`src/me_defs.svh`:
```
`ifndef ME_DEFS_SVH
`define ME_DEFS_SVH

// --------------------
// operand geometry
// --------------------

// one transfer word on the x, y and result ports
`define ME_WORD_W     16

// words per operand, low word first on the wire
`define ME_NUM_WORDS  4

// full operand width
`define ME_OP_W       (`ME_WORD_W * `ME_NUM_WORDS)

// --------------------
// modulus
// --------------------

// fixed odd modulus, top bit set so R = 2^ME_OP_W > m
`define ME_MODULUS    64'hc6a4_a793_5bd1_e995

`endif

```
`src/me_arith_pkg.sv`:
```
`include "me_defs.svh"

package me_arith_pkg;

    // --------------------
    // datapath types
    // --------------------

    // one word as it crosses the top-level ports
    typedef logic [`ME_WORD_W-1:0] word_t;

    // full operand or residue mod m
    typedef logic [`ME_OP_W-1:0] operand_t;

    // montgomery accumulator
    // holds values below 2m plus one addition of b and m
    typedef logic [`ME_OP_W+1:0] wide_t;

    // operands of one montgomery product, a is scanned bit by bit
    typedef struct packed {
        operand_t a;
        operand_t b;
    } mul_req_t;

endpackage

```
`src/me_ctrl_pkg.sv`:
```
package me_ctrl_pkg;

    // phases of the square-and-multiply sequencer
    typedef enum logic [2:0] {
        PH_IDLE      = 3'd0,
        PH_LOAD      = 3'd1,
        // x into montgomery form
        PH_TO_MONT   = 3'd2,
        // acc = R mod m
        PH_INIT_ACC  = 3'd3,
        PH_SQUARE    = 3'd4,
        PH_MULT      = 3'd5,
        // back to normal residue
        PH_FROM_MONT = 3'd6,
        PH_OUTPUT    = 3'd7
    } exp_phase_t;

endpackage

```
`src/exp_ctrl.sv`:
```
`include "me_defs.svh"

module exp_ctrl (
    input  logic                   clk,
    input  logic                   rst_n,
    input  logic                   me_start,
    input  logic                   x_full,
    input  logic                   r2_ready,
    input  me_arith_pkg::operand_t x_value,
    input  me_arith_pkg::operand_t y_value,
    input  me_arith_pkg::operand_t r2,
    output logic                   x_clear,
    output logic                   mul_start,
    output me_arith_pkg::mul_req_t mul_req,
    input  logic                   mul_done,
    input  me_arith_pkg::operand_t product,
    output me_arith_pkg::word_t    me_result,
    output logic                   me_valid
);
    import me_arith_pkg::*;
    import me_ctrl_pkg::*;

    localparam int BIT_W = $clog2(`ME_OP_W);
    localparam int OUT_W = $clog2(`ME_NUM_WORDS);
    localparam logic [BIT_W-1:0] LAST_BIT = BIT_W'(`ME_OP_W - 1);
    localparam logic [OUT_W-1:0] LAST_WORD = OUT_W'(`ME_NUM_WORDS - 1);
    localparam operand_t ONE = operand_t'(1);

    exp_phase_t       phase;
    exp_phase_t       phase_next;
    logic [BIT_W-1:0] bit_cnt;
    logic [OUT_W-1:0] out_cnt;
    logic             load_go;
    logic             issue;
    logic             next_bit;
    mul_req_t         req_next;
    operand_t         x_mont;
    operand_t         y_sh;
    operand_t         out_sh;

    // start is only taken while idle
    assign x_clear = (phase == PH_IDLE) && me_start;

    // --------------------
    // next phase and request
    // --------------------

    // product is the running acc whenever mul_done is high
    always_comb begin
        phase_next = phase;
        load_go    = 1'b0;
        issue      = 1'b0;
        next_bit   = 1'b0;
        req_next   = '0;
        case (phase)
            PH_IDLE: begin
                if (me_start) begin
                    phase_next = PH_LOAD;
                end
            end
            PH_LOAD: begin
                // also waits here if r2 is not there yet
                if (x_full && r2_ready) begin
                    load_go    = 1'b1;
                    issue      = 1'b1;
                    req_next   = '{a: x_value, b: r2};
                    phase_next = PH_TO_MONT;
                end
            end
            PH_TO_MONT: begin
                // mont(1, R^2) gives R mod m
                if (mul_done) begin
                    issue      = 1'b1;
                    req_next   = '{a: ONE, b: r2};
                    phase_next = PH_INIT_ACC;
                end
            end
            PH_INIT_ACC: begin
                if (mul_done) begin
                    issue      = 1'b1;
                    req_next   = '{a: product, b: product};
                    phase_next = PH_SQUARE;
                end
            end
            PH_SQUARE, PH_MULT: begin
                if (mul_done) begin
                    issue = 1'b1;
                    if (phase == PH_SQUARE && y_sh[`ME_OP_W-1]) begin
                        req_next   = '{a: product, b: x_mont};
                        phase_next = PH_MULT;
                    end else if (bit_cnt == LAST_BIT) begin
                        req_next   = '{a: product, b: ONE};
                        phase_next = PH_FROM_MONT;
                    end else begin
                        next_bit   = 1'b1;
                        req_next   = '{a: product, b: product};
                        phase_next = PH_SQUARE;
                    end
                end
            end
            PH_FROM_MONT: begin
                if (mul_done) begin
                    phase_next = PH_OUTPUT;
                end
            end
            PH_OUTPUT: begin
                if (out_cnt == LAST_WORD) begin
                    phase_next = PH_IDLE;
                end
            end
            default: begin
                phase_next = PH_IDLE;
            end
        endcase
    end

    // --------------------
    // state
    // --------------------

    always_ff @(posedge clk or negedge rst_n) begin
        if (!rst_n) begin
            phase     <= PH_IDLE;
            mul_start <= 1'b0;
            me_valid  <= 1'b0;
            bit_cnt   <= '0;
            out_cnt   <= '0;
        end else begin
            phase     <= phase_next;
            mul_start <= issue;
            me_valid  <= (phase_next == PH_OUTPUT);
            if (load_go) begin
                bit_cnt <= '0;
            end else if (next_bit) begin
                bit_cnt <= bit_cnt + 1'b1;
            end
            out_cnt <= (phase == PH_OUTPUT) ? out_cnt + 1'b1 : '0;
        end
    end

    // exponent msb first, result low word first
    always_ff @(posedge clk) begin
        if (issue) begin
            mul_req <= req_next;
        end
        if (phase == PH_TO_MONT && mul_done) begin
            x_mont <= product;
        end
        if (load_go) begin
            y_sh <= y_value;
        end else if (next_bit) begin
            y_sh <= y_sh << 1;
        end
        if (phase == PH_FROM_MONT && mul_done) begin
            out_sh <= product;
        end else if (phase == PH_OUTPUT) begin
            out_sh <= out_sh >> `ME_WORD_W;
        end
    end

    assign me_result = out_sh[`ME_WORD_W-1:0];

    // one unbroken burst per run
    a_valid_burst: assert property (@(posedge clk) disable iff (!rst_n)
        $rose(me_valid) |-> me_valid [*`ME_NUM_WORDS] ##1 !me_valid);

endmodule

```
`src/me_top.sv`:
```
module me_top (
    input  logic                clk,
    input  logic                rst_n,
    input  logic                me_start,
    input  me_arith_pkg::word_t me_x,
    input  logic                me_x_valid,
    input  me_arith_pkg::word_t me_y,
    input  logic                me_y_valid,
    output me_arith_pkg::word_t me_result,
    output logic                me_valid
);
    import me_arith_pkg::*;

    logic     x_clear;
    logic     x_full;
    operand_t x_value;
    operand_t y_value;
    operand_t r2;
    logic     r2_ready;
    logic     mul_start;
    mul_req_t mul_req;
    logic     mul_done;
    operand_t product;

    // --------------------
    // operand capture
    // --------------------

    operand_collector u_x_col (
        .clk        (clk),
        .rst_n      (rst_n),
        .clear      (x_clear),
        .word_in    (me_x),
        .word_valid (me_x_valid),
        .value      (x_value),
        .full       (x_full)
    );

    // y keeps the last words ever received, never cleared
    operand_collector u_y_col (
        .clk        (clk),
        .rst_n      (rst_n),
        .clear      (1'b0),
        .word_in    (me_y),
        .word_valid (me_y_valid),
        .value      (y_value),
        .full       ()
    );

    // --------------------
    // arithmetic
    // --------------------

    r2_precompute u_r2 (
        .clk   (clk),
        .rst_n (rst_n),
        .r2    (r2),
        .ready (r2_ready)
    );

    mont_mul u_mul (
        .clk       (clk),
        .rst_n     (rst_n),
        .mul_start (mul_start),
        .req       (mul_req),
        .mul_done  (mul_done),
        .product   (product)
    );

    exp_ctrl u_ctrl (
        .clk       (clk),
        .rst_n     (rst_n),
        .me_start  (me_start),
        .x_full    (x_full),
        .r2_ready  (r2_ready),
        .x_value   (x_value),
        .y_value   (y_value),
        .r2        (r2),
        .x_clear   (x_clear),
        .mul_start (mul_start),
        .mul_req   (mul_req),
        .mul_done  (mul_done),
        .product   (product),
        .me_result (me_result),
        .me_valid  (me_valid)
    );

endmodule

```
`src/mont_mul.sv`:
```
`include "me_defs.svh"

module mont_mul (
    input  logic                   clk,
    input  logic                   rst_n,
    input  logic                   mul_start,
    input  me_arith_pkg::mul_req_t req,
    output logic                   mul_done,
    output me_arith_pkg::operand_t product
);
    import me_arith_pkg::*;

    localparam int CNT_W = $clog2(`ME_OP_W);
    localparam logic [CNT_W-1:0] LAST_BIT = CNT_W'(`ME_OP_W - 1);
    localparam wide_t MOD_W = wide_t'(`ME_MODULUS);

    logic             busy;
    logic [CNT_W-1:0] bit_cnt;
    operand_t         a_sh;
    operand_t         b_q;
    wide_t            acc;
    wide_t            sum;
    wide_t            sum_odd;
    wide_t            acc_next;
    wide_t            acc_red;

    // --------------------
    // radix-2 step
    // --------------------

    // acc < 2m stays true for any a as long as b < m
    always_comb begin
        sum      = acc + (a_sh[0] ? wide_t'(b_q) : '0);
        sum_odd  = sum[0] ? sum + MOD_W : sum;
        acc_next = sum_odd >> 1;
    end

    // final conditional subtraction, acc is held after the last step
    assign acc_red = acc - MOD_W;
    assign product = (acc >= MOD_W) ? acc_red[`ME_OP_W-1:0] : acc[`ME_OP_W-1:0];

    // --------------------
    // control
    // --------------------

    // load on start, then OP_W steps, done shows on the cycle after
    always_ff @(posedge clk or negedge rst_n) begin
        if (!rst_n) begin
            busy     <= 1'b0;
            bit_cnt  <= '0;
            mul_done <= 1'b0;
        end else begin
            mul_done <= 1'b0;
            if (mul_start) begin
                busy    <= 1'b1;
                bit_cnt <= '0;
            end else if (busy) begin
                bit_cnt <= bit_cnt + 1'b1;
                if (bit_cnt == LAST_BIT) begin
                    busy     <= 1'b0;
                    mul_done <= 1'b1;
                end
            end
        end
    end

    // operands and accumulator
    always_ff @(posedge clk) begin
        if (mul_start) begin
            acc  <= '0;
            a_sh <= req.a;
            b_q  <= req.b;
        end else if (busy) begin
            acc  <= acc_next;
            a_sh <= a_sh >> 1;
        end
    end

    // the sequencer must wait for mul_done before the next request
    a_no_overlap: assert property (@(posedge clk) disable iff (!rst_n)
        mul_start |-> !busy);

    // acc bound held over all OP_W steps
    a_product_reduced: assert property (@(posedge clk) disable iff (!rst_n)
        mul_done |-> (product < `ME_MODULUS));

endmodule

```
`src/operand_collector.sv`:
```
`include "me_defs.svh"

module operand_collector (
    input  logic                   clk,
    input  logic                   rst_n,
    input  logic                   clear,
    input  me_arith_pkg::word_t    word_in,
    input  logic                   word_valid,
    output me_arith_pkg::operand_t value,
    output logic                   full
);
    import me_arith_pkg::*;

    localparam int CNT_W = $clog2(`ME_NUM_WORDS + 1);
    localparam logic [CNT_W-1:0] N_WORDS = CNT_W'(`ME_NUM_WORDS);

    logic [CNT_W-1:0] word_cnt;

    // --------------------
    // word count
    // --------------------

    // a word arriving together with clear counts as the first one
    always_ff @(posedge clk or negedge rst_n) begin
        if (!rst_n) begin
            word_cnt <= '0;
        end else if (clear) begin
            word_cnt <= word_valid ? CNT_W'(1) : '0;
        end else if (word_valid && word_cnt != N_WORDS) begin
            word_cnt <= word_cnt + 1'b1;
        end
    end

    assign full = (word_cnt == N_WORDS);

    // --------------------
    // shift register
    // --------------------

    // new word enters at the top, so the first word ends up lowest
    always_ff @(posedge clk) begin
        if (word_valid) begin
            value <= {word_in, value[`ME_OP_W-1:`ME_WORD_W]};
        end
    end

endmodule

```
`src/r2_precompute.sv`:
```
`include "me_defs.svh"

module r2_precompute (
    input  logic                   clk,
    input  logic                   rst_n,
    output me_arith_pkg::operand_t r2,
    output logic                   ready
);
    import me_arith_pkg::*;

    localparam int CNT_W = $clog2(2 * `ME_OP_W + 1);
    localparam logic [CNT_W-1:0] N_DBL = CNT_W'(2 * `ME_OP_W);
    localparam logic [`ME_OP_W:0] MOD_X = {1'b0, `ME_MODULUS};

    logic [CNT_W-1:0]  dbl_cnt;
    operand_t          val;
    logic [`ME_OP_W:0] dbl;
    logic [`ME_OP_W:0] dbl_red;

    // --------------------
    // doubling step
    // --------------------

    // val < m, so 2*val < 2m and one subtraction is enough
    assign dbl     = {val, 1'b0};
    assign dbl_red = dbl - MOD_X;

    // 2^(2*OP_W) mod m, one doubling per cycle from 1
    always_ff @(posedge clk or negedge rst_n) begin
        if (!rst_n) begin
            val     <= operand_t'(1);
            dbl_cnt <= '0;
            ready   <= 1'b0;
        end else if (dbl_cnt != N_DBL) begin
            val     <= (dbl >= MOD_X) ? dbl_red[`ME_OP_W-1:0] : dbl[`ME_OP_W-1:0];
            dbl_cnt <= dbl_cnt + 1'b1;
        end else begin
            // hold result from here on
            ready <= 1'b1;
        end
    end

    assign r2 = val;

    // constant must already be reduced when the sequencer picks it up
    a_r2_reduced: assert property (@(posedge clk) disable iff (!rst_n)
        ready |-> (r2 < `ME_MODULUS));

endmodule

```
`config.mk`:
```
export PLATFORM = sky130hd
export DESIGN_NAME = me_top
export DESIGN_NICKNAME = d
export VERILOG_FILES = /design/src/me_arith_pkg.sv /design/src/me_ctrl_pkg.sv /design/src/exp_ctrl.sv /design/src/me_top.sv /design/src/mont_mul.sv /design/src/operand_collector.sv /design/src/r2_precompute.sv
export VERILOG_INCLUDE_DIRS = /design/src /design/src/src
export SDC_FILE = /design/constraint.sdc
export NUM_CORES = 1
export LEC_CHECK = 0
export BUFFER_PORTS_ARGS = -buffer_cell sky130_fd_sc_hd__buf_2
export CELL_PAD_IN_SITES_DETAIL_PLACEMENT = 0
export CELL_PAD_IN_SITES_GLOBAL_PLACEMENT = 1
export CORE_MARGIN = 3
export CORE_UTILIZATION = 42
export CTS_CLUSTER_DIAMETER = 100
export DETAILED_ROUTE_END_ITERATION = 6
export PLACE_DENSITY_LB_ADDON = 0.1
export SLEW_MARGIN = 20
export SYNTH_ARGS = -nofsm -noshare
export SYNTH_HDL_FRONTEND = slang
export SYNTH_SLANG_ARGS = --single-unit
```
`constraint.sdc`:
```
create_clock -name clk -period 19.6 [get_ports clk]
set_input_delay 0 -clock clk [delete_from_list [all_inputs] [get_ports clk]]
set_output_delay 0 -clock clk [all_outputs]
set_load 0.005 [all_outputs]
```
After elaboration in Yosys (flattened, before gate mapping)

Index checks and enable logic that the tools add are counted.

Logic and storage cells: 109
Register bits after elaboration: 738
Input bits: 37
Output and inout port bits: 17

Mux-type cells: 49
Eq/ne operators: 14
Order comparisons: 2
Add/sub/neg operators: 9
Reductions and logical operators: 13

Operator list:

| operator                                                                | count |
|---|---|
| 64-bit 2-to-1 mux                                                       | 11 |
| 128-bit case mux with 4 select lines                                    | 1 |
| 128-bit 2-to-1 mux                                                      | 3 |
| 65-bit by 64-bit >= comparator with 1-bit output, second input constant | 2 |
| 64-bit subtractor, second input constant                                | 2 |
| 65-bit by 64-bit adder with 66-bit output                               | 1 |
| 66-bit by 64-bit adder with 66-bit output, second input constant        | 1 |
| 66-bit 2-to-1 mux                                                       | 1 |
| 65-bit 2-to-1 mux                                                       | 1 |
| 3-bit 2-to-1 mux                                                        | 10 |
| 6-bit 2-to-1 mux                                                        | 4 |
| 3-bit case mux with 7 select lines                                      | 1 |
| 3-bit == test, second input constant                                    | 6 |
| 1-bit 2-to-1 mux                                                        | 14 |
| 6-bit by 1-bit adder with 6-bit output, second input constant           | 2 |
| 6-bit == test, second input constant                                    | 2 |
| 8-bit by 1-bit adder with 8-bit output, second input constant           | 1 |
| 8-bit != test, second input constant                                    | 1 |
| 2-bit nonzero test                                                      | 4 |
| 3-bit by 2-bit == test with 1-bit output, second input constant         | 2 |
| 1-bit logical AND                                                       | 6 |
| 2-bit 2-to-1 mux                                                        | 2 |
| 4-bit OR reduction                                                      | 1 |
| 3-bit by 1-bit adder with 3-bit output, second input constant           | 1 |
| 7 further kinds                                                         | 7 |

Longest topological paths before layout

Gate-level depths: netlist of run 1.

Depth in word-level cells: 7
Gate-level depth with buffers: 19
Gate-level depth less buffers: 16

Cells and area by module

A second synthesis of run 1 with hierarchy kept.

Cells, all modules: 3579
Area total of the unflattened synthesis: 39583.0 sq um

Modules (own cells, without submodules):

| module                      | area each (sq um) | cells an instance | times used | seq. area each (sq um) |
|---|---|---|---|---|
| mont_mul                    | 16812.4           | 1920              | 1          | 5345.1 |
| exp_ctrl                    | 13735.7           | 904               | 1          | 9934.5 |
| r2_precompute               | 4830.9            | 590               | 1          | 1828.0 |
| operand_collector (u_y_col) | 2100.8            | 82                | 1          | 1996.9 |
| operand_collector (u_x_col) | 2099.5            | 82                | 1          | 1996.9 |
| me_top                      | 3.8               | 1                 | 1          | 0.0 |

Least setup slack after synthesis of run 1

No wires, ideal clock.

Kind: register to register
From: register u_ctrl.phase[1]
To: register, netlist name u_ctrl.mul_req[1]
Arrival: 6.191 ns
Required time: 19.448 ns
Stages on the path, launching flop included: 8
Path buffers: 2
Slack: 13.256 ns
Library setup time: 0.152 ns
Clock period less this slack: 6.344 ns
Path through: dfrtp_1 > nand2_1 > nor3_1 > or2_2 > clkbuf_1 > clkbuf_1 > a22oi_1 > o21ai_0

RTL lines:

| what                   | line            | source |
|---|---|---|
| from (decl)            | exp_ctrl.sv:29  | `exp_phase_t phase;` |
| from (signal assigned) | exp_ctrl.sv:129 | `phase <= phase_next;` |

Worst setup path after layout of run 1

From: register u_mul.a_sh[0]
To: register u_mul.acc[61]

Word-level cells in the longest chain between the ends: 4

RTL lines:

| what                                        | line           | source |
|---|---|---|
| from (decl)                                 | mont_mul.sv:19 | `operand_t a_sh;` |
| from (signal assigned)                      | mont_mul.sv:71 | `a_sh <= req.a;` |
| from (signal assigned)                      | mont_mul.sv:75 | `a_sh <= a_sh >> 1;` |
| 64-bit 2-to-1 mux *                         | mont_mul.sv:33 | `sum = acc + (a_sh[0] ? wide_t'(b_q) : '0);` |
| 65-bit by 64-bit adder with 66-bit output * | mont_mul.sv:33 |  |
| 66-bit by 64-bit adder with 66-bit output   | mont_mul.sv:34 | `sum_odd = sum[0] ? sum + MOD_W : sum;` |
| 66-bit 2-to-1 mux *                         | mont_mul.sv:34 |  |
| to (signal assigned)                        | mont_mul.sv:74 | `acc <= acc_next;` |
| to (decl)                                   | mont_mul.sv:21 | `wide_t acc;` |

Mark *: on every way between the ends. The rest lies on a longest branch, timed or not.
A chain may end at the register's enable or synchronous reset.

==> results of run 1 <==
[logic make-up after synthesis]
kind of cell	after synthesis	synth area share
and+or+nand+nor	1039	0.133
AOI/OAI and AO/OA	910	0.154
DFF	738	0.558
buffers and inverters	302	0.0327
xor gates and xnor gates	231	0.0539
muxes	144	0.0426
adders and majority gates	76	0.0254
[flip-flops by register name, indices dropped and copies added (netlist names), 64 cells and up]
signal and flops:
u_x_col.value 64, u_r2.r2 64, u_mul.a_sh 64, u_mul.b_q 64, u_y_col.value 64, u_ctrl.x_mont 64, u_mul.acc 65, u_ctrl.mul_req 128
u_ctrl.y_sh 64, u_ctrl.out_sh 64
[Yosys cell counts, drive strengths merged, types with 24 or more instances]
library cell,n,area share
a22oi,70,0.014
nand2,300,0.030
nand3,69,0.0092
a21oi,210,0.028
mux2,131,0.039
o21ai,304,0.041
o211ai,24,0.0049
a211oi,84,0.017
ha,75,0.025
nor2,310,0.031
dfrtp,96,0.064
xor2,100,0.023
dfxtp,65,0.035
o21a,26,0.0052
a21o,25,0.0050
inv,105,0.010
xnor2,131,0.030
nand4,40,0.0066
buf,43,0.0068
and2,87,0.014
edfxtp,576,0.46
or3,30,0.0051
nor3,65,0.0088
clkbuf,154,0.015
[worst max-delay path: cells and delay by family, from the launching register on]
kind	cells	cell delay, ns
compound gates	7	2.55
fa+ha+maj	2	0.65
simple gates	5	1.59
xor+xnor	2	0.37
flops	1	0.36
buf+inv	1	0.30
[cell type report]
type                            instances  area (µm²)
Antenna cell                            1        2.50
Clock buffer                          110        2240
Clock inverter                         41         483
Fill cell                            8205       46700
Inverter                              105         394
Multi-Input combinational cell       2400       15500
Sequential cell                       738       21000
Tap cell                             1165        1460
Timing Repair Buffer                  117         852
[worst min-delay path by stage]
stage / from / endpoint / slack [ns] / cells after the start
final: me_x[8] / u_x_col.value[56] / 0.08 / 2
after global routing: me_x[8] / u_x_col.value[56] / 0.05 / 2
after CTS: me_x[8] / u_x_col.value[56] / 0.04 / 2
after detailed placement: rst_n / u_x_col.word_cnt[1] / -0.03 / 1
after global placement: rst_n / u_r2.ready / -0.04 / 1
after floorplan: rst_n / u_ctrl.bit_cnt[0] / -0.30 / 0
[cells in the final DEF (no fill, tap or decap), drive strengths merged, types with 12 or more instances in the layout]
| master | n |
|---|---|
| a211o | 14 |
| a211oi | 84 |
| a21o | 25 |
| a21oi | 210 |
| a22oi | 70 |
| a31oi | 13 |
| and2 | 87 |
| and3 | 22 |
| buf | 82 |
| clkbuf | 110 |
| clkinv | 25 |
| dfrtp | 96 |
| dfxtp | 65 |
| dlygate4sd3 | 35 |
| edfxtp | 576 |
| ha | 75 |
| inv | 108 |
| mux2 | 131 |
| mux2i | 13 |
| nand2 | 300 |
| nand2b | 17 |
| nand3 | 69 |
| nand4 | 40 |
| nor2 | 310 |
| nor2b | 13 |
| nor3 | 65 |
| nor4 | 17 |
| o211ai | 24 |
| o21a | 26 |
| o21ai | 304 |
| o21bai | 12 |
| o31ai | 22 |
| or2 | 14 |
| or3 | 30 |
| xnor2 | 131 |
| xor2 | 100 |
[metrics by stage]
step	util	hold WS [ns]	total power (µW)	instance area (µm²)	setup slack, ns
after floorplan	-	-0.296	1740	37700	13.26
after global placement	0.438	-0.0357	1770	38800	13.71
after detailed placement	0.438	-0.0282	1770	38800	13.73
after CTS	0.473	0.0406	3330	41900	13.73
after global routing	0.473	0.0495	3400	42000	13.26
final	0.473	0.0824	3300	42000	13.68
[metal layers]
metal,vias to the layer above,part of all wire,global-route usage
met5,-,0,0
met4,0,0.028,0.0656
met3,134,0.038,0.0297
met1,13300,0.44,0.302
met2,573,0.49,0.394
li1,12700,-,-
[timing repair]
item,4_1_cts,5_1_grt
resized for setup,0,0
buffers inserted,0,0
hold buffers,36,0
hold endpoints to repair,67,0
[power by group]
group	switching, µW	internal (µW)
sequential	14.0	1700
combinational	19.3	13.1
clock	631	925
total	664	2630
==> PnR_summary.wiki, run 1 <==
{| class="wikitable"
! Metric !! Value
|-
| Crit path largest cell delay || 0.50 ns
|-
| Area delta synth->final || 11.4%
|-
| Path depth of the worst reg2reg path || 17
|-
| Total count of max-transition violations in the final report || 0
|-
| Number of global-route vias before repair || roughly 26000
|-
| Final Hold Vio Count || 0
|-
| Final estimated routing congestion in global placement || slightly below 0.9
|-
| Ratio of final minimum period to clock period || 0.302
|-
| Per-cell routed wire length || 23.1 µm
|-
| Starting density of the core || 0.425
|-
| Row cnt || about 110
|-
| Post-Syn Area per Cell || between 10 and 15 µm²
|-
| Number of port buffers || 53
|-
| Number of iterations in the first detailed-routing pass || 7
|-
| CTS Buf Count || 81
|-
| VDD IR max || roughly 0.000064 V
|-
| Worst slew slack as a fraction of its limit || 0.278
|-
| Worst path slowest cell || sky130_fd_sc_hd__a211oi_2
|-
| Core footprint || ~89000 µm²
|-
| Syn. warnings || 0
|-
| Async set or reset register ratio after synthesis || 0.131
|-
| Crit path capture || u_mul.acc[61]
|-
| H-tree depth reported by CTS || 3
|-
| Non-filler instance count after layout || roughly 4700
|-
| Post-Synthesis Net Count || 3553
|-
| Placed Cells || 4488
|-
| Cell count after synthesis || about 3400
|-
| Leakage component of the power || between 0.01 and 0.015 µW
|-
| Shortest clock period the worst path allows after layout || a little under 6 ns
|-
| Violated checks || design-rule violations
|-
| Setup slack, reg-to-reg || between 10 and 15 ns
|-
| Register bit count reported by yosys || approximately 740
|-
| Fmax achieved || 0.169 GHz
|-
| First-pass GRT wire length || approximately 160000 µm
|-
| Timing startpoint of the critical path || u_mul.a_sh[0]
|-
| TritonCTS clock tree || done
|-
| Num ports || 54
|-
| Final TNS setup || 0 ns
|-
| Width of the die || a little over 300 µm
|-
| Path class of the lowest-slack min-delay path || in -> reg
|-
| # clock sinks || roughly 740
|-
| Capturing element type of the critical path || register
|-
| Pin count of the biggest net entering global routing || around 100
|-
| Iteration-0 DRC Markers || 2422
|-
| Clock Latency Late Sink || between 0.6 and 0.7 ns
|-
| Global router's overall resource usage || 0.228
|-
| HPWL reported at the end of detailed placement || ~77000 µm
|-
| Global route overflow || 0
|-
| Run status || finished with violations
|-
| EDFF count, synth || about 580
|-
| Power density of the placed cells || 78.6 nW/µm²
|-
| Clock-pin slew reported for the worst setup and hold paths after clock tree synthesis || about 0.060 ns
|-
| Total Die Area || between 90000 and 100000 µm²
|-
| Final net count || around 3600
|-
| Die height || around 310 µm
|-
| Predominant post-synthesis flop cell || sky130_fd_sc_hd__edfxtp_1
|-
| End of the worst register-to-register path || u_mul.acc[61]
|-
| Vias post-DR || ~27000
|-
| Setup crit start kind || register
|-
| Number of library cell types mapped by synthesis || roughly 110
|-
| Largest fanout on the critical path || 64
|-
| Maximum number of buffers from clock root to sink || 3
|-
| Worst endpoint data arrival time || ~6.5 ns
|-
| Netlist Area Pre-Place || around 38000 µm²
|-
| Critical setup path kind || reg -> reg
|-
| Final antenna-violating net count || 0
|-
| Worst-path cell chain || buf_4, and2_1, ha_1, fa_1, a211oi_1, o21ai_1, a211oi_2, o31ai_1, xor2_1, or3_4, a2111o_1, and4bb_1, nor4_2, nor2_1, o41ai_1, xor2_1, a211oi_1
|-
| Number of max-cap violations || 0
|-
| Sequential fraction of the synthesis area || 0.558
|-
| Final routed DRC violation total || 1
|-
| Worst-Margin Slew || 1.08 ns
|-
| Clock root buffer || sky130_fd_sc_hd__clkbuf_16
|-
| Setup-violating endpoint count in the final report || 0
|-
| Sum of routed wire length over all layers || around 110000 µm
|-
| Number of antenna violations at the first check in global routing || 1
|-
| Endpoint required time on the critical path || approximately 20 ns
|-
| Share of final-layout standard cells stronger than drive strength 1 || 0.113
|-
| Unrepaired setup endpoints after global routing || false
|-
| Startpoint of the most critical register-to-register path || u_mul.a_sh[0]
|-
| Fin Clk Skew || approximately 0.02 ns
|-
| Vias/cell || ~5.7
|}
(Power assumes the default switching activity.)
==> run 2, diff against run 1 <==
--- a/config.mk
+++ b/config.mk
@@ -6,6 +6,7 @@
 export SDC_FILE = /design/constraint.sdc
 export NUM_CORES = 1
 export LEC_CHECK = 0
+export ABC_AREA = 1
 export BUFFER_PORTS_ARGS = -buffer_cell sky130_fd_sc_hd__buf_2
 export CELL_PAD_IN_SITES_DETAIL_PLACEMENT = 0
 export CELL_PAD_IN_SITES_GLOBAL_PLACEMENT = 1
==> constraint.sdc (replaced) <==
create_clock -name clk -period 4.9 [get_ports clk]
set_input_delay 0 -clock clk [delete_from_list [all_inputs] [get_ports clk]]
set_output_delay 0 -clock clk [all_outputs]
set_load 0.005 [all_outputs]
==> run 2 against run 1 <==
  * Die area grew 15%
  * Critical path depth grew 6
  * Critical endpoint is now u_mul.acc[44]
  * Via count grew 43%
  * Routed wire length grew 48%
  * Final cell count grew 54%
  * Worst hold slack lost 0.035 ns
  * Highest routed layer unchanged
  * Flip-flop and latch count is the same
  * First-iteration DRC count grew 55%
  * Clock-buffer cell count shrank 11
  * The run still ends with design-rule violations left
==> PnR_summary.wiki, run 2 <==
{| class="wikitable"
! Metric !! Value
|-
| Run status || finished with violations (unchanged)
|-
| Violated checks || design-rule violations (unchanged)
|-
| HPWL reported at the end of detailed placement || 126000 µm (was 77500 µm)
|-
| Sequential fraction of the synthesis area || 0.486 (was 0.558)
|-
| Adder-cell area share of the yosys netlist || 0.0221 (was 0.0254)
|-
| Area share of and/or/nand/nor cells after synthesis || 0.277 (was 0.133)
|-
| Netlist Area Pre-Place || 43300 µm² (was 37700 µm²)
|-
| TritonCTS clock tree || done (unchanged)
|-
| Most numerous cell in the Yosys netlist || sky130_fd_sc_hd__nand2_1 (was sky130_fd_sc_hd__edfxtp_1)
|-
| Final routed DRC violation total || 2 (was 1)
|-
| Final Hold Vio Count || 0 (unchanged)
|-
| Cts repair resizes || 0 (unchanged)
|-
| CTS Buf Count || 82 (was 81)
|-
| Fin Clk Skew || 0.0251 ns (was 0.0196 ns)
|-
| Capturing element type of the critical path || register (unchanged)
|-
| Iteration-0 DRC Markers || 3756 (was 2422)
|-
| Number of max-cap violations || 0 (unchanged)
|-
| Commonest cells after routing, fill and taps aside || sky130_fd_sc_hd__nand2_1, sky130_fd_sc_hd__inv_1, sky130_fd_sc_hd__edfxtp_1 (was sky130_fd_sc_hd__edfxtp_1, sky130_fd_sc_hd__nor2_1, sky130_fd_sc_hd__nand2_1)
|-
| Clock-pin slew reported for the worst setup and hold paths after clock tree synthesis || 0.06 ns (about the same)
|-
| Area delta synth->final || 13.6% (was 11.4%)
|-
| Row cnt || 117 (was 109)
|-
| Synth area leaders || sky130_fd_sc_hd__edfxtp_1, sky130_fd_sc_hd__nand2_1, sky130_fd_sc_hd__inv_1, sky130_fd_sc_hd__dfrtp_1, sky130_fd_sc_hd__o21ai_0 (was sky130_fd_sc_hd__edfxtp_1, sky130_fd_sc_hd__dfrtp_1, sky130_fd_sc_hd__o21ai_0, sky130_fd_sc_hd__mux2_2, sky130_fd_sc_hd__dfxtp_1)
|-
| Registers with the most flip-flops || u_ctrl.mul_req (128), u_mul.acc (65) (unchanged)
|-
| Final antenna-violating net count || 0 (unchanged)
|-
| Max FFs per register || 128 (unchanged)
|-
| Predominant post-synthesis flop cell || sky130_fd_sc_hd__edfxtp_1 (unchanged)
|-
| Main combinational cell family by area after synthesis || simple AND/OR/NAND/NOR gates (was compound AO/OA/AOI/OAI gates)
|-
| Path class of the lowest-slack min-delay path || in -> reg (unchanged)
|-
| Share of final-layout standard cells stronger than drive strength 1 || 0.0949 (was 0.113)
|-
| Compound-gate portion of the synthesized area || 0.100 (was 0.154)
|-
| Worst endpoint data arrival time || 5.24 ns (was 6.45 ns)
|-
| Num ports || 54 (unchanged)
|-
| Worst slew slack as a fraction of its limit || 0.226 (was 0.278)
|-
| Top cell types by occurrence after synthesis || sky130_fd_sc_hd__nand2_1, sky130_fd_sc_hd__inv_1, sky130_fd_sc_hd__edfxtp_1, sky130_fd_sc_hd__nor2_1, sky130_fd_sc_hd__o21ai_0 (was sky130_fd_sc_hd__edfxtp_1, sky130_fd_sc_hd__nor2_1, sky130_fd_sc_hd__nand2_1, sky130_fd_sc_hd__o21ai_0, sky130_fd_sc_hd__a21oi_1)
|-
| Final net count || 5856 (was 3556)
|-
| Cell count after synthesis || 5563 (was 3440)
|-
| Core footprint || 102000 µm² (was 88600 µm²)
|-
| XOR/XNOR Fraction of Synth Area || 0.0291 (was 0.0539)
|-
| Number of antenna violations at the first check in global routing || 4 (was 1)
|-
| Register bank with the most flops || u_ctrl.mul_req (unchanged)
|-
| Die height || 327 µm (was 305 µm)
|-
| Most common cell after layout, fill and taps aside || sky130_fd_sc_hd__nand2_1 (was sky130_fd_sc_hd__edfxtp_1)
|-
| Number of port buffers || 53 (unchanged)
|-
| Total of fill cells in the finished design || 10300 (was 8205)
|-
| Async set or reset register ratio after synthesis || 0.131 (unchanged)
|-
| H-tree depth reported by CTS || 3 (unchanged)
|-
| Endpoint required time on the critical path || 5.46 ns (was 20.14 ns)
|-
| Area share of the leading cell type in the synthesized netlist || 0.400 (was 0.459)
|-
| Shortest clock period the worst path allows after layout || 4.68 ns (was 5.92 ns)
|-
| Share of the core filled with cells in the final layout || 0.482 (was 0.473)
|-
| Clock root buffer || sky130_fd_sc_hd__clkbuf_16 (unchanged)
|-
| Tot Pwr || 13300 µW (was 3300 µW)
|-
| Multiplexer share of the synthesized area || 0 (was 0.0426)
|-
| Biggest area consumer among synthesized cells || sky130_fd_sc_hd__edfxtp_1 (unchanged)
|-
| Pin count of the biggest net entering global routing || 92 (was 103)
|-
| Unrepaired setup endpoints after global routing || false (unchanged)
|-
| EDFF count, synth || 576 (unchanged)
|-
| Number of global-route vias before repair || 35300 (was 26200)
|-
| Maximum number of buffers from clock root to sink || 3 (unchanged)
|-
| First-pass GRT wire length || 234000 µm (was 165000 µm)
|-
| Largest fanout on the critical path || 51 (was 64)
|-
| Post-DP Area || 46000 µm² (was 38800 µm²)
|-
| Post-Synthesis Net Count || 5676 (was 3553)
|-
| Register bit count reported by yosys || 738 (unchanged)
|-
| Sum of routed wire length over all layers || 160000 µm (was 108000 µm)
|-
| Post-Syn Area per Cell || 7.78 µm² (was 10.9 µm²)
|-
| Starting density of the core || 0.424 (was 0.425)
|-
| Ratio of final minimum period to clock period || 0.954 (was 0.302)
|-
| Total Die Area || 107000 µm² (was 93300 µm²)
|-
| Power density of the placed cells || 271 nW/µm² (was 78.6 nW/µm²)
|-
| Final estimated routing congestion in global placement || 1.01 (was 0.867)
|-
| Vias post-DR || 38200 (was 26700)
|-
| Total count of max-transition violations in the final report || 0 (unchanged)
|-
| VDD IR max || 0.000287 V (was 0.0000638 V)
|-
| # clock sinks || 738 (unchanged)
|-
| Syn. warnings || 0 (unchanged)
|-
| Post-route cell area || 49100 µm² (was 42000 µm²)
|-
| Leakage component of the power || 0.0207 µW (was 0.0145 µW)
|-
| Setup-violating endpoint count in the final report || 0 (unchanged)
|-
| Global router's overall resource usage || 0.293 (was 0.228)
|-
| Global route overflow || 0 (unchanged)
|-
| Width of the die || 327 µm (was 305 µm)
|-
| Per-cell routed wire length || 22.2 µm (was 23.1 µm)
|-
| Clock Latency Late Sink || 0.67 ns (was 0.63 ns)
|-
| Fmax achieved || 0.214 GHz (was 0.169 GHz)
|-
| Worst-Margin Slew || 1.15 ns (was 1.08 ns)
|-
| Setup crit start kind || register (unchanged)
|-
| Critical setup path kind || reg -> reg (unchanged)
|-
| Final TNS setup || 0 ns (unchanged)
|-
| Number of iterations in the first detailed-routing pass || 7 (unchanged)
|-
| Vias/cell || 5.31 (was 5.71)
|-
| Number of library cell types mapped by synthesis || 64 (was 105)
|}
[run 2: path summary, 6_finish.rpt]
path	startpoint	end	slack [ns]	cells past startpoint
max reg2reg	u_mul.a_sh[0]	u_mul.acc[44]	0.22	23
max in group asynchronous	rst_n	u_mul.busy	3.71	4
min reg2reg	u_ctrl.mul_req[19]	u_mul.b_q[19]	0.41	0
min	me_x[10]	u_x_col.value[58]	0.05	2
max	u_mul.a_sh[0]	u_mul.acc[44]	0.22	23
min in group asynchronous	rst_n	u_mul.bit_cnt[0]	0.48	4
[run 2: cell type report]
class | instances | area, µm² | area share
sequential | 738 | 21000 | 0.428
multi-input combinational | 3854 | 18600 | 0.378
inverter | 805 | 3030 | 0.0616
clock buffer | 99 | 2180 | 0.0443
timing repair buffer | 262 | 2020 | 0.0411
tap | 1368 | 1710 | 0.0348
clock inverter | 51 | 602 | 0.0122
antenna | 3 | 7.51 | 0.000153
[run 2: metrics by stage]
| step | worst slack (ns) | hold slack [ns] | instances |
|---|---|---|---|
| global route | 0.0205 | 0.0204 | 7178 |
| detailed placement | 0.272 | 0.118 | 6990 |
| global placement | 0.200 | 0.121 | 6990 |
| floorplan | 0.345 | -0.296 | 5563 |
| CTS | 0.265 | 0.00314 | 7177 |
| finish | 0.225 | 0.0476 | 7180 |
[run 2: where the power goes]
| part | leakage, µW | internal [µW] | total [µW] | switching, µW |
|---|---|---|---|---|
| clock | 0.00135 | 3730 | 6360 | 2630 |
| sequential | 0.00599 | 6790 | 6840 | 52.8 |
| combinational | 0.0133 | 49.9 | 124 | 73.6 |
[run 2: critical path, stage by stage (launching register included)]
cell and delay [ns]:
sky130_fd_sc_hd__edfxtp_1 0.41, sky130_fd_sc_hd__buf_12 0.22, sky130_fd_sc_hd__nand2_1 0.09, sky130_fd_sc_hd__inv_1 0.04, sky130_fd_sc_hd__ha_1 0.49, sky130_fd_sc_hd__nand2_1 0.19
sky130_fd_sc_hd__nor2_1 0.17, sky130_fd_sc_hd__buf_4 0.14, sky130_fd_sc_hd__nand2_1 0.15, sky130_fd_sc_hd__nor2_1 0.43, sky130_fd_sc_hd__nand3_1 0.35, sky130_fd_sc_hd__nand3_1 0.18
sky130_fd_sc_hd__nand2_1 0.07, sky130_fd_sc_hd__nand2_2 0.26, sky130_fd_sc_hd__nand2_4 0.11, sky130_fd_sc_hd__nor2_4 0.18, sky130_fd_sc_hd__nor2_1 0.09, sky130_fd_sc_hd__buf_4 0.14
sky130_fd_sc_hd__a21oi_2 0.13, sky130_fd_sc_hd__nand2_2 0.13, sky130_fd_sc_hd__o21ai_1 0.13, sky130_fd_sc_hd__nand3_1 0.17, sky130_fd_sc_hd__o211ai_1 0.19, sky130_fd_sc_hd__inv_1 0.06
[run 2: timing repair]
item                                   CTS  global route
endpoints found under the hold margin   96             0
setup buffers                            0             0
setup endpoints to repair                0             0
hold buffers                            37             0
[run 2: cell families after synthesis]
family / count (synthesis)
DFF: 738
and+or+nand+nor: 2871
buffers and inverters: 971
xor gates and xnor gates: 143
adders and majority gates: 76
AOI/OAI and AO/OA: 764
[run 2: per-layer routing]
layer  part of all wire  up-vias  global-route usage
li1                   -    18400                   -
met4              0.027        0              0.0777
met5                  0        -                   0
met2               0.45     1298               0.458
met1               0.46    18200               0.427
met3              0.067      199              0.0410
